$ cat src/hdl/fpu_pkg.sv
package fpu_pkg;

  // ====================================================================
  // opcodes
  // ====================================================================

  // op[3:2] picks the unit, op[1:0] the sub-function
  typedef enum logic [3:0] {
    cmp_eq     = 4'h0,
    cmp_lt     = 4'h1,
    cmp_le     = 4'h2,
    cmp_un     = 4'h3,
    log_and    = 4'h4,
    log_or     = 4'h5,
    log_xor    = 4'h6,
    log_andn   = 4'h7,
    perm_swap  = 4'h8,
    perm_dupl  = 4'h9,
    perm_duph  = 4'ha,
    perm_passb = 4'hb
  } fpu_op_t;

  typedef enum logic [1:0] {
    unit_cmp   = 2'd0,
    unit_logic = 2'd1,
    unit_perm  = 2'd2
  } unit_sel_t;

  // ====================================================================
  // data widths
  // ====================================================================

  typedef logic [63:0] fp_data_t;  // compare looks at [31:0] only
  typedef logic [3:0]  fp_tag_t;   // reorder tag
  typedef logic [31:0] fp_csr_t;

  // ====================================================================
  // control register fields
  // ====================================================================

  localparam int csr_inv_en = 11;  // invalid exception enable

endpackage

$ cat src/hdl/fpu_decode.sv
`timescale 1ns/100ps

module fpu_decode import fpu_pkg::*; (
  input  logic      clk,
  input  logic      rst,
  input  logic      iss_valid,
  input  fpu_op_t   iss_op,
  input  fp_tag_t   iss_tag,
  input  fp_data_t  iss_a,
  input  fp_data_t  iss_b,
  input  logic      fwd_a,
  input  logic      fwd_b,
  output logic      dec_valid,
  output unit_sel_t dec_unit,
  output logic [1:0] dec_func,
  output fp_tag_t   dec_tag,
  output fp_data_t  dec_a,
  output fp_data_t  dec_b,
  output logic      dec_fwd_a,
  output logic      dec_fwd_b
);

  unit_sel_t unit_nxt;

  // unit select from the upper opcode bits
  always_comb begin
    case (iss_op[3:2])
      2'b00:   unit_nxt = unit_cmp;
      2'b01:   unit_nxt = unit_logic;
      default: unit_nxt = unit_perm;  // 4'hc..f unused
    endcase
  end

  // ====================================================================
  // issue register
  // ====================================================================

  always_ff @(posedge clk) begin
    if (rst) begin
      dec_valid <= 1'b0;
    end else begin
      dec_valid <= iss_valid;
    end
  end

  always_ff @(posedge clk) begin
    if (iss_valid) begin
      dec_unit  <= unit_nxt;
      dec_func  <= iss_op[1:0];  // sub-function
      dec_tag   <= iss_tag;
      dec_a     <= iss_a;
      dec_b     <= iss_b;
      dec_fwd_a <= fwd_a;
      dec_fwd_b <= fwd_b;
    end
  end

endmodule

$ cat src/hdl/fpu_execute.sv
`timescale 1ns/100ps

module fpu_execute import fpu_pkg::*; (
  input  logic       clk,
  input  logic       rst,
  input  logic       dec_valid,
  input  unit_sel_t  dec_unit,
  input  logic [1:0] dec_func,
  input  fp_tag_t    dec_tag,
  input  fp_data_t   dec_a,
  input  fp_data_t   dec_b,
  input  logic       dec_fwd_a,
  input  logic       dec_fwd_b,
  output logic       ex_valid,
  output fp_tag_t    ex_tag,
  output fp_data_t   ex_data,
  output logic       ex_inv
);

  fp_data_t    op_a;
  fp_data_t    op_b;
  logic [31:0] sa;
  logic [31:0] sb;
  logic        nan_a;
  logic        nan_b;
  logic        any_nan;
  logic        any_snan;
  logic        zero_both;
  logic        eq_raw;
  logic        lt_raw;
  logic        cmp_bit;
  logic        cmp_inv;
  fp_data_t    logic_res;
  fp_data_t    perm_res;
  fp_data_t    res;

  assign op_a = dec_fwd_a ? ex_data : dec_a;  // bypass from previous result
  assign op_b = dec_fwd_b ? ex_data : dec_b;

  // ====================================================================
  // single precision compare
  // ====================================================================

  assign sa = op_a[31:0];
  assign sb = op_b[31:0];

  assign nan_a    = (&sa[30:23]) & (|sa[22:0]);
  assign nan_b    = (&sb[30:23]) & (|sb[22:0]);
  assign any_nan  = nan_a | nan_b;
  assign any_snan = (nan_a & ~sa[22]) | (nan_b & ~sb[22]);  // quiet bit clear

  assign zero_both = ~|{sa[30:0], sb[30:0]};  // +0 == -0
  assign eq_raw    = (sa == sb) | zero_both;

  always_comb begin
    if (zero_both)
      lt_raw = 1'b0;
    else if (sa[31] != sb[31])
      lt_raw = sa[31];
    else if (sa[31])
      lt_raw = sa[30:0] > sb[30:0];  // both negative
    else
      lt_raw = sa[30:0] < sb[30:0];
  end

  always_comb begin
    case (dec_func)
      2'd0: begin
        cmp_bit = eq_raw & ~any_nan;
        cmp_inv = any_snan;
      end
      2'd1: begin
        cmp_bit = lt_raw & ~any_nan;
        cmp_inv = any_nan;
      end
      2'd2: begin
        cmp_bit = (lt_raw | eq_raw) & ~any_nan;
        cmp_inv = any_nan;
      end
      default: begin
        cmp_bit = any_nan;  // unordered
        cmp_inv = any_snan;
      end
    endcase
  end

  // ====================================================================
  // logic, permute and result select
  // ====================================================================

  always_comb begin
    case (dec_func)
      2'd0:    logic_res = op_a & op_b;
      2'd1:    logic_res = op_a | op_b;
      2'd2:    logic_res = op_a ^ op_b;
      default: logic_res = op_a & ~op_b;
    endcase
    case (dec_func)
      2'd0:    perm_res = {op_a[31:0], op_a[63:32]};
      2'd1:    perm_res = {op_a[31:0], op_a[31:0]};
      2'd2:    perm_res = {op_a[63:32], op_a[63:32]};
      default: perm_res = op_b;
    endcase
    case (dec_unit)
      unit_cmp:   res = {63'd0, cmp_bit};
      unit_logic: res = logic_res;
      default:    res = perm_res;
    endcase
  end

  always_ff @(posedge clk) begin
    if (rst) begin
      ex_valid <= 1'b0;
    end else begin
      ex_valid <= dec_valid;
    end
  end

  always_ff @(posedge clk) begin
    if (dec_valid) begin
      ex_tag  <= dec_tag;
      ex_data <= res;
      ex_inv  <= (dec_unit == unit_cmp) & cmp_inv;
    end
  end

endmodule

$ cat src/hdl/fpu_result.sv
`timescale 1ns/100ps

module fpu_result import fpu_pkg::*; #(
  parameter int QUEUE_DEPTH = 4
) (
  input  logic     clk,
  input  logic     rst,
  input  fp_csr_t  fpcsr,
  input  logic     ex_valid,
  input  fp_tag_t  ex_tag,
  input  fp_data_t ex_data,
  input  logic     ex_inv,
  input  logic     out_credit,
  output logic     out_valid,
  output fp_tag_t  out_tag,
  output fp_data_t out_data,
  output logic     out_exc,
  output logic     sticky_inv,
  output logic     iss_credit
);

  localparam int PTR_W  = (QUEUE_DEPTH > 1) ? $clog2(QUEUE_DEPTH) : 1;
  localparam int CNT_W  = $clog2(QUEUE_DEPTH + 1);
  localparam int CRED_W = 8;

  fp_tag_t           q_tag  [QUEUE_DEPTH];
  fp_data_t          q_data [QUEUE_DEPTH];
  logic              q_exc  [QUEUE_DEPTH];
  logic [PTR_W-1:0]  wr_ptr;
  logic [PTR_W-1:0]  rd_ptr;
  logic [CNT_W-1:0]  q_cnt;
  logic [CRED_W-1:0] out_cred;
  logic              exc_in;
  logic              pop;

  function automatic logic [PTR_W-1:0] ptr_inc(input logic [PTR_W-1:0] p);
    if (p == PTR_W'(QUEUE_DEPTH - 1))
      return '0;
    return p + 1'b1;
  endfunction

  assign exc_in = ex_inv & fpcsr[csr_inv_en];  // masked retire code

  always_ff @(posedge clk) begin
    if (rst)
      sticky_inv <= 1'b0;
    else if (ex_valid && ex_inv)
      sticky_inv <= 1'b1;  // set regardless of the mask
  end

  // ====================================================================
  // result queue and output credits
  // ====================================================================

  always_ff @(posedge clk) begin
    if (ex_valid) begin
      q_tag[wr_ptr]  <= ex_tag;
      q_data[wr_ptr] <= ex_data;
      q_exc[wr_ptr]  <= exc_in;
    end
  end

  always_ff @(posedge clk) begin
    if (rst) begin
      wr_ptr   <= '0;
      rd_ptr   <= '0;
      q_cnt    <= '0;
      out_cred <= '0;
    end else begin
      if (ex_valid)
        wr_ptr <= ptr_inc(wr_ptr);
      if (pop)
        rd_ptr <= ptr_inc(rd_ptr);
      case ({ex_valid, pop})
        2'b10:   q_cnt <= q_cnt + 1'b1;
        2'b01:   q_cnt <= q_cnt - 1'b1;
        default: q_cnt <= q_cnt;
      endcase
      out_cred <= out_cred + CRED_W'(out_credit) - CRED_W'(pop);
    end
  end

  assign pop        = (q_cnt != '0) && (out_cred != '0);
  assign out_valid  = pop;
  assign out_tag    = q_tag[rd_ptr];
  assign out_data   = q_data[rd_ptr];
  assign out_exc    = q_exc[rd_ptr];
  assign iss_credit = pop;  // freed slot goes back to the scheduler

endmodule

$ cat src/hdl/fpu_cluster.sv
`timescale 1ns/100ps

module fpu_cluster import fpu_pkg::*; #(
  parameter int QUEUE_DEPTH = 4
) (
  input  logic     clk,
  input  logic     rst,
  input  fp_csr_t  fpcsr,
  input  logic     iss_valid,
  input  fpu_op_t  iss_op,
  input  fp_tag_t  iss_tag,
  input  fp_data_t iss_a,
  input  fp_data_t iss_b,
  input  logic     fwd_a,
  input  logic     fwd_b,
  output logic     iss_credit,
  output logic     out_valid,
  output fp_tag_t  out_tag,
  output fp_data_t out_data,
  output logic     out_exc,
  input  logic     out_credit,
  output logic     sticky_inv
);

  logic       dec_valid;
  unit_sel_t  dec_unit;
  logic [1:0] dec_func;
  fp_tag_t    dec_tag;
  fp_data_t   dec_a;
  fp_data_t   dec_b;
  logic       dec_fwd_a;
  logic       dec_fwd_b;
  logic       ex_valid;
  fp_tag_t    ex_tag;
  fp_data_t   ex_data;
  logic       ex_inv;

  // ====================================================================
  // decode -> execute -> result
  // ====================================================================

  fpu_decode fpu_decode_inst (.*);

  fpu_execute fpu_execute_inst (.*);

  fpu_result #(
    .QUEUE_DEPTH(QUEUE_DEPTH)
  ) fpu_result_inst (
    .*
  );

endmodule

$ cat config.mk
export PLATFORM = sky130hd
export DESIGN_NAME = fpu_cluster
export DESIGN_NICKNAME = d
export VERILOG_FILES = /design/src/hdl/fpu_pkg.sv /design/src/hdl/fpu_decode.sv /design/src/hdl/fpu_execute.sv /design/src/hdl/fpu_result.sv /design/src/hdl/fpu_cluster.sv
export SDC_FILE = /design/constraint.sdc
export NUM_CORES = 1
export LEC_CHECK = 0
export BUFFER_PORTS_ARGS = -buffer_cell sky130_fd_sc_hd__clkbuf_2
export CAP_MARGIN = 25
export CORE_ASPECT_RATIO = 0.7
export CORE_UTILIZATION = 55
export CTS_CLUSTER_SIZE = 40
export DETAILED_ROUTE_END_ITERATION = 8
export GPL_ROUTABILITY_DRIVEN = 0
export PLACE_DENSITY = 0.75
export SYNTH_ARGS = -nofsm -noshare
export SYNTH_HDL_FRONTEND = slang
export SYNTH_HIERARCHICAL = 1
export SYNTH_SLANG_ARGS = --single-unit
$ cat constraint.sdc
create_clock -name clk -period 7.6 [get_ports clk]
set_input_delay 0.76 -clock clk [delete_from_list [all_inputs] [get_ports clk]]
set_output_delay 0.76 -clock clk [all_outputs]
set_load 0.05 [all_outputs]
==> metrics.md, run 1 <==
| Metric | Value |
|---|---|
| WP buf/inv | `2` |
| # rows | `64` |
| Detailed-route wire length per cell | `between 20 and 25 um` |
| Max transition margin | `0.311` |
| Die Width | `between 200 and 300 um` |
| Post-DP HPWL | `42600 um` |
| H-tree Lvls | `2` |
| HP Start | `iss_b[50]` |
| Critical path depth | `12` |
| Finished Layout Cells | `roughly 2600` |
| Synthesized Nets | `about 2100` |
| FF-to-FF Start | `fpu_decode_inst/dec_fwd_a` |
| PwrDens | `283 nW/um2` |
| Share of Yosys cell area claimed by the top area cell type | `0.588` |
| Critical Path, Cell by Cell | `buf_4, buf_4, mux2i_2, ha_1, nor4_1, nand2_1, nor3_1, o41ai_1, nand4b_1, a2bb2oi_1, o31ai_1, nand3_1` |
| EDFF count, synth | `just under 500` |
| Post-route cell area | `between 20000 and 30000 um2` |
| DRC Markers | `0` |
| Post-synthesis cell type count | `62` |
| Final Util | `0.629` |
| Critical path class | `reg -> reg` |
| Core area | `between 40000 and 50000 um2` |
| Placed insts | `roughly 2500` |
| Worst Setup End Kind | `register` |
| Max Cap Viol | `0` |
| Ratio of cells with drive above 1 in the final layout | `0.222` |
| Area contributors post-synth | `edfxtp_1, mux4_2, ha_1, mux2i_1, a21oi_1` |
| Total grt overflow | `0` |
| CP max stage cell | `buf_4` |
| Die area | `~46000 um2` |
| Worst-path fanout max | `53` |
| Most frequent cell on the critical path | `buf_4` |
| RSZ-0062 raised after global routing | `false` |
| Hold Path Stages | `1` |
| Vias | `16600` |
| Root Driver | `clkbuf_16` |
| Worst Hold Class | `in -> reg` |
| #FFs+latches synth | `about 500` |
| Vias/cell | `6.36` |
| Final Cycle Share | `0.612` |
| DR pass1 iterations | `6` |
| Vias in the first global route | `roughly 16000` |
| Syn. warnings | `6` |
| Skew final | `approximately 0.026 ns` |
| FF-to-FF setup slack | `2.95 ns` |
| R2r endpoint | `fpu_execute_inst/ex_data[0]` |
| First-pass GRT wire length | `95100 um` |
| Area of placed instances | `~26000 um2` |
| Worst path max stage delay | `approximately 0.8 ns` |
| Post CTS Setup Buffer Count | `0` |
| Ys flop type | `edfxtp_1` |
| Layout Nets | `2277` |
| Initial antenna violation count | `1` |
| Leakage Power | `between 10 and 15 nW` |
| Detailed Route Iter0 Violations | `about 2200` |
| Worst vdd ir | `approximately 190 uV` |
| Layout area overhead | `12.1%` |
| Clock tree buffer depth | `3` |
| Mapped Cells | `~1800` |
| DRT antenna net count | `0` |
| Delay-heaviest family, CP | `simple AND/OR/NAND/NOR gates` |
| R2R depth | `12` |
| Synth top cells by count | `edfxtp_1, a21oi_1, nand2_1` |
| Effective utilization at floorplan | `0.561` |
| Endpoints failing setup | `0` |
| Fmax | `roughly 0.21 GHz` |
| Final hold violations | `0` |
| Most common cell in the netlist | `edfxtp_1` |
| TNS Setup | `0 ns` |
| Clock sink total | `503` |
| Final Critical Period | `~4.7 ns` |
| Avg Inst Size Synth | `13.6 um2` |
| Worst EP arrival | `about 5.0 ns` |
| Status | `finished, final reports clean` |
| Total global-route track usage | `0.281` |
| Largest net degree at the start of global routing | `93` |
| Post-CTS resize count | `0` |
| Setup crit start kind | `register` |
| Slew Limit Fails | `0` |
| Post-Synthesis Cell Area | `between 20000 and 25000 um2` |
| Largest area contributor in the netlist | `edfxtp_1` |
| Cts bufs inserted | `47` |
| Clk_lat worst skew | `0.58 ns` |
| Drt total wl | `~65000 um` |
| Seq/Total Area, Yosys | `0.604` |
| Hold Path End | `fpu_decode_inst/dec_b[50]` |
| Die Y | `approximately 180 um` |
| CTS clock-pin slew for the worst setup and hold paths | `roughly 0.070 ns` |
| Data required, critical path | `approximately 8 ns` |
| Port bufs | `between 200 and 250` |
| Fill cells | `approximately 3200` |
| Cts hold-fix bufs | `0` |
| CTS tree | `built` |
| Top Ports | `around 250` |
| Post-synth ARST share | `0` |
| Worst Max-Slew Pin Slew | `between 1 and 1.5 ns` |
| Diode count | `0` |
power breakdown:
part           switching (W)  leakage, nW  internal (W)
registers           0.000159         4.68       0.00321
clock network        0.00101        0.698       0.00124
logic                0.00144         4.66      0.000756
per-stage QoR:
| step | power, W | setup slack, ns | hold WS, ns |
|---|---|---|---|
| global route | 0.00812 | 2.95 | 0.339 |
| CTS | 0.00783 | 3.20 | 0.339 |
| floorplan | 0.00504 | 4.25 | 0.400 |
| detailed placement | 0.00559 | 3.22 | 0.407 |
| finish | 0.00783 | 2.95 | 0.355 |
| global placement | 0.00552 | 3.38 | 0.409 |
cell families after synthesis:
family,synth area share
AOI/OAI and AO/OA,0.0903
xor gates and xnor gates,0.0241
DFF,0.604
buffers and inverters,0.0378
muxes,0.119
and+or+nand+nor,0.0637
adders and majority gates,0.0604
metal layers:
layer | wire [um] | up-vias | share of wire | track usage
li1 | - | 7278 | - | -
met1 | 26100 | 8216 | 0.40 | 0.399
met2 | 30100 | 991 | 0.46 | 0.442
met3 | 6910 | 136 | 0.11 | 0.0589
met4 | 1590 | 2 | 0.025 | 0.0701
met5 | 110 | - | 0.0017 | 0.0176
placed cells by master (no fill, tap or decap), drive strengths merged, types with 20 or more instances in the layout:
cell,count
a21oi,148
a221oi,69
buf,24
clkbuf,270
dfxtp,20
edfxtp,483
ha,116
inv,100
mux2,35
mux2i,98
mux4,69
nand2,142
nor2,36
nor3,80
nor4,25
o21ai,133
xnor2,64
final cells by class:
cell class              instances  area (um2)  share of cell area
clock buffers                  57        1260              0.0454
clock inverters                26         189             0.00683
inverters                      99         372              0.0134
multi-input cells            1097        8880               0.321
flip-flops and latches        503       14900               0.539
well taps                     594         743              0.0269
repair buffers                237        1310              0.0474
state kept, by name, indices dropped and copies added, names as in the netlist, 2 cells and up, named ones only:
name and cells:
fpu_decode_inst/dec_func 2, fpu_execute_inst/ex_tag 4, fpu_decode_inst/dec_a 64, fpu_result_inst/rd_ptr 2, fpu_result_inst/q_cnt 3, fpu_result_inst/q_tag 16, fpu_execute_inst/ex_data 64, fpu_result_inst/q_data 256
fpu_decode_inst/dec_unit 2, fpu_result_inst/out_cred 8, fpu_decode_inst/dec_tag 4, fpu_result_inst/wr_ptr 2, fpu_result_inst/q_exc 4, fpu_decode_inst/dec_b 64
worst register-to-register path, cell delays in order (launching register included):
cell and delay [ns]:
edfxtp_1 0.32, buf_4 0.38, buf_4 0.80, mux2i_2 0.49, ha_1 0.35, nor4_1 0.62
nand2_1 0.22, nor3_1 0.37, o41ai_1 0.24, nand4b_1 0.16, a2bb2oi_1 0.08, o31ai_1 0.24
nand3_1 0.13
worst max-delay path by stage:
stage                              startpoint                           to  slack, ns
floorplan           fpu_decode_inst/dec_fwd_b  fpu_execute_inst/ex_data[0]       4.25
global placement    fpu_decode_inst/dec_fwd_a  fpu_execute_inst/ex_data[0]       3.38
detailed placement  fpu_decode_inst/dec_fwd_a  fpu_execute_inst/ex_data[0]       3.22
CTS                 fpu_decode_inst/dec_fwd_a  fpu_execute_inst/ex_data[0]       3.20
global route        fpu_decode_inst/dec_fwd_a  fpu_execute_inst/ex_data[0]       2.95
finish              fpu_decode_inst/dec_fwd_a  fpu_execute_inst/ex_data[0]       2.95
(Power assumes the default switching activity.)
==> run 2: changes to the inputs <==
- ABC_AREA: default -> 1
- CORE_UTILIZATION: 55 -> 54
- PLACE_DENSITY: 0.75 -> 0.77
- clock period: 7.6 -> 4.1 ns (I/O delays scaled with it)
==> run 2 against run 1 <==
Area after synthesis rose by 3.4%. Power increased by 110%. Synthesized cell count rose by 40%. Via count rose by 25%. Core utilization up 0.56 points. Register-to-register slack got worse by 2.1 ns. Highest routed layer is now met4.
==> metrics.md, run 2 <==
| Metric | Value |
|---|---|
| Status | `finished, final reports clean` |
| Clock tree buffer depth | `3` |
| Mapped Cells | `2534` |
| H-tree Lvls | `2` |
| Post-CTS resize count | `0` |
| Setup crit start kind | `register` |
| Die Width | `262 um` |
| Gr busiest metal | `met2` |
| Port bufs | `between 200 and 250` |
| PwrDens | `556 nW/um2` |
| Fill cells | `around 3600` |
| Worst EP arrival | `~3.6 ns` |
| M3 GR Usage | `0.0543` |
| Die Y | `about 180 um` |
| Synth top cells by count | `edfxtp_1, nor2_1, nand2_1` |
| Detailed Route Iter0 Violations | `2931` |
| First-pass GRT wire length | `approximately 110000 um` |
| Syn. warnings | `6` |
| Worst vdd ir | `386 uV` |
| Clock sink total | `just over 500` |
| Largest Register | `fpu_result_inst/q_data` |
| FF-to-FF setup slack | `about 0.80 ns` |
| Initial antenna violation count | `2` |
| Largest area contributor in the netlist | `edfxtp_1` |
| Most common cell in the netlist | `edfxtp_1` |
| Total global-route track usage | `0.298` |
| Total grt overflow | `0` |
| Leakage Power | `11.7 nW` |
| Area contributors post-synth | `edfxtp_1, ha_1, nor2_1, o21ai_0, nand2_1` |
| # rows | `66` |
| Hold Path Stages | `1` |
| Final Critical Period | `~3.3 ns` |
| Effective utilization at floorplan | `0.549` |
| Top Ports | `~250` |
| Commonest cells after routing, fill and taps aside | `edfxtp_1, nor2_1, nand2_1, o21ai_0, inv_1` |
| Data required, critical path | `4.42 ns` |
| Max Cap Viol | `0` |
| Ys flop type | `edfxtp_1` |
| Endpoints failing setup | `0` |
| Vias/cell | `approximately 6.1` |
| R2r endpoint | `fpu_execute_inst/ex_data[0]` |
| Vias | `between 20000 and 25000` |
| CTS tree | `built` |
| Met2 usage | `0.475` |
| DRT antenna net count | `0` |
| TNS Setup | `0 ns` |
| Min Hold Slack | `0.0119 ns` |
| Layout Nets | `~3100` |
| Root Driver | `clkbuf_16` |
| Synthesized Nets | `around 2800` |
| Slew Limit Fails | `0` |
| Critical path class | `reg -> reg` |
| Diode count | `0` |
| Vias in the first global route | `between 15000 and 20000` |
| Avg Inst Size Synth | `slightly above 10 um2` |
| Final Util | `0.635` |
| DRC Markers | `0` |
| EDFF count, synth | `about 480` |
| DR pass1 iterations | `6` |
| Final Cycle Share | `0.805` |
| Ratio of cells with drive above 1 in the final layout | `0.133` |
| Layout area overhead | `15.7%` |
| Post-DP HPWL | `about 48000 um` |
| Post-route cell area | `approximately 30000 um2` |
| Fmax | `a little over 0.3 GHz` |
| Skew final | `around 0.030 ns` |
| Share of Yosys cell area claimed by the top area cell type | `0.569` |
| Post-synthesis cell type count | `36` |
| Detailed-route wire length per cell | `about 21 um` |
| FF-to-FF Start | `fpu_decode_inst/dec_fwd_a` |
| Core area | `46500 um2` |
| Commonest non-fill, non-tap cell in the layout | `edfxtp_1` |
| Worst Hold Class | `in -> reg` |
| Max transition margin | `0.335` |
| Drt total wl | `between 70000 and 80000 um` |
| Worst Max-Slew Pin Slew | `a little under 1 ns` |
| Total power | `0.0164 W` |
| Seq/Total Area, Yosys | `0.584` |
| #FFs+latches synth | `503` |
| HP Start | `iss_b[56]` |
| Post-synth ARST share | `0` |
| Final hold violations | `0` |
| Post-Synthesis Cell Area | `roughly 26000 um2` |
| Die area | `approximately 48000 um2` |
| Hold Path End | `fpu_decode_inst/dec_b[56]` |
| RSZ-0062 raised after global routing | `false` |
| Worst Setup End Kind | `register` |
| Cts bufs inserted | `48` |
| Post CTS Setup Buffer Count | `0` |
| Area of placed instances | `about 27000 um2` |
| CTS clock-pin slew for the worst setup and hold paths | `0.06 ns` |
| Max FFs per register | `256` |
| R2R depth | `19` |
| Largest net degree at the start of global routing | `110` |
| Worst-path fanout max | `~110` |
| Clk_lat worst skew | `between 0.5 and 0.6 ns` |
| Grt met1 use | `0.409` |
## run 2: changes by cell type after synthesis, moves of 68 or more
cell and delta:
a221oi_1 -68, mux4_2 -69, inv_1 +170, nand2_1 +157, nor2_1 +339, o21ai_0 +184
mux2i_1 -93, o22ai_1 +152
## run 2: timing repair
action                                  in CTS  in global routing
hold endpoints to repair                   102                  8
endpoints found under the setup margin       0                  0
hold buffers                               102                  8
## run 2: how the worst max path moves through the flow
stage | start | end | slack, ns | cells after the start
2_1_floorplan | fpu_result_inst/out_cred[4] | fpu_result_inst/out_cred[4] | 1.52 | 17
3_3_place_gp | fpu_decode_inst/dec_fwd_a | fpu_execute_inst/ex_data[0] | 1.11 | 19
3_5_place_dp | fpu_decode_inst/dec_fwd_a | fpu_execute_inst/ex_data[0] | 1.03 | 19
4_1_cts | register | out_data[55] | 0.93 | 5
5_1_grt | fpu_decode_inst/dec_fwd_a | fpu_execute_inst/ex_data[0] | 0.66 | 19
6_report | fpu_decode_inst/dec_fwd_a | fpu_execute_inst/ex_data[0] | 0.80 | 19
## run 2: layout make-up
type	count	area (um2)	share of cell area
flip-flops and latches	503	14900	0.505
well taps	612	766	0.0259
inverters	261	982	0.0333
clock inverters	31	273	0.00924
multi-input cells	1614	8790	0.298
clock buffers	52	1220	0.0412
repair buffers	362	2580	0.0875
## run 2: metal layers
metal | vias up | wire, um
met5 | - | 0
met4 | 0 | 2680
li1 | 9468 | -
met1 | 9875 | 28300
met2 | 1325 | 33500
met3 | 190 | 8130
## run 2: worst max-delay path, stage by stage (launching register included)
cell      delay [ns]
edfxtp_1        0.38
buf_12          0.38
inv_2           0.13
nand2_1         0.11
nand2_1         0.14
ha_1            0.36
nor2_1          0.16
nand3_1         0.11
nor2_1          0.27
nand2_1         0.12
nor2_1          0.11
nand2_1         0.08
nand3_1         0.07
nand2_1         0.07
nand3_2         0.09
nand2_1         0.05
nand2_1         0.06
nand2_1         0.05
nand2_1         0.05
nand2_1         0.05
## run 2: cell families after synthesis
group | after synthesis | synth area share
flops | 503 | 0.584
compound gates | 705 | 0.160
fa+ha+maj | 118 | 0.0585
simple gates | 791 | 0.125
buf+inv | 417 | 0.0718
## run 2: power breakdown
part / internal, W / switching, W
sequential: 0.00598 / 0.000286
combinational: 0.00152 / 0.00433
clock: 0.00234 / 0.00194
## run 2: stage by stage
step | cells | worst slack [ns]
after floorplan | 2534 | 1.52
final | 3435 | 0.800
after global routing | 3435 | 0.662
after detailed placement | 3241 | 1.03
after global placement | 3241 | 1.11
after CTS | 3426 | 0.926
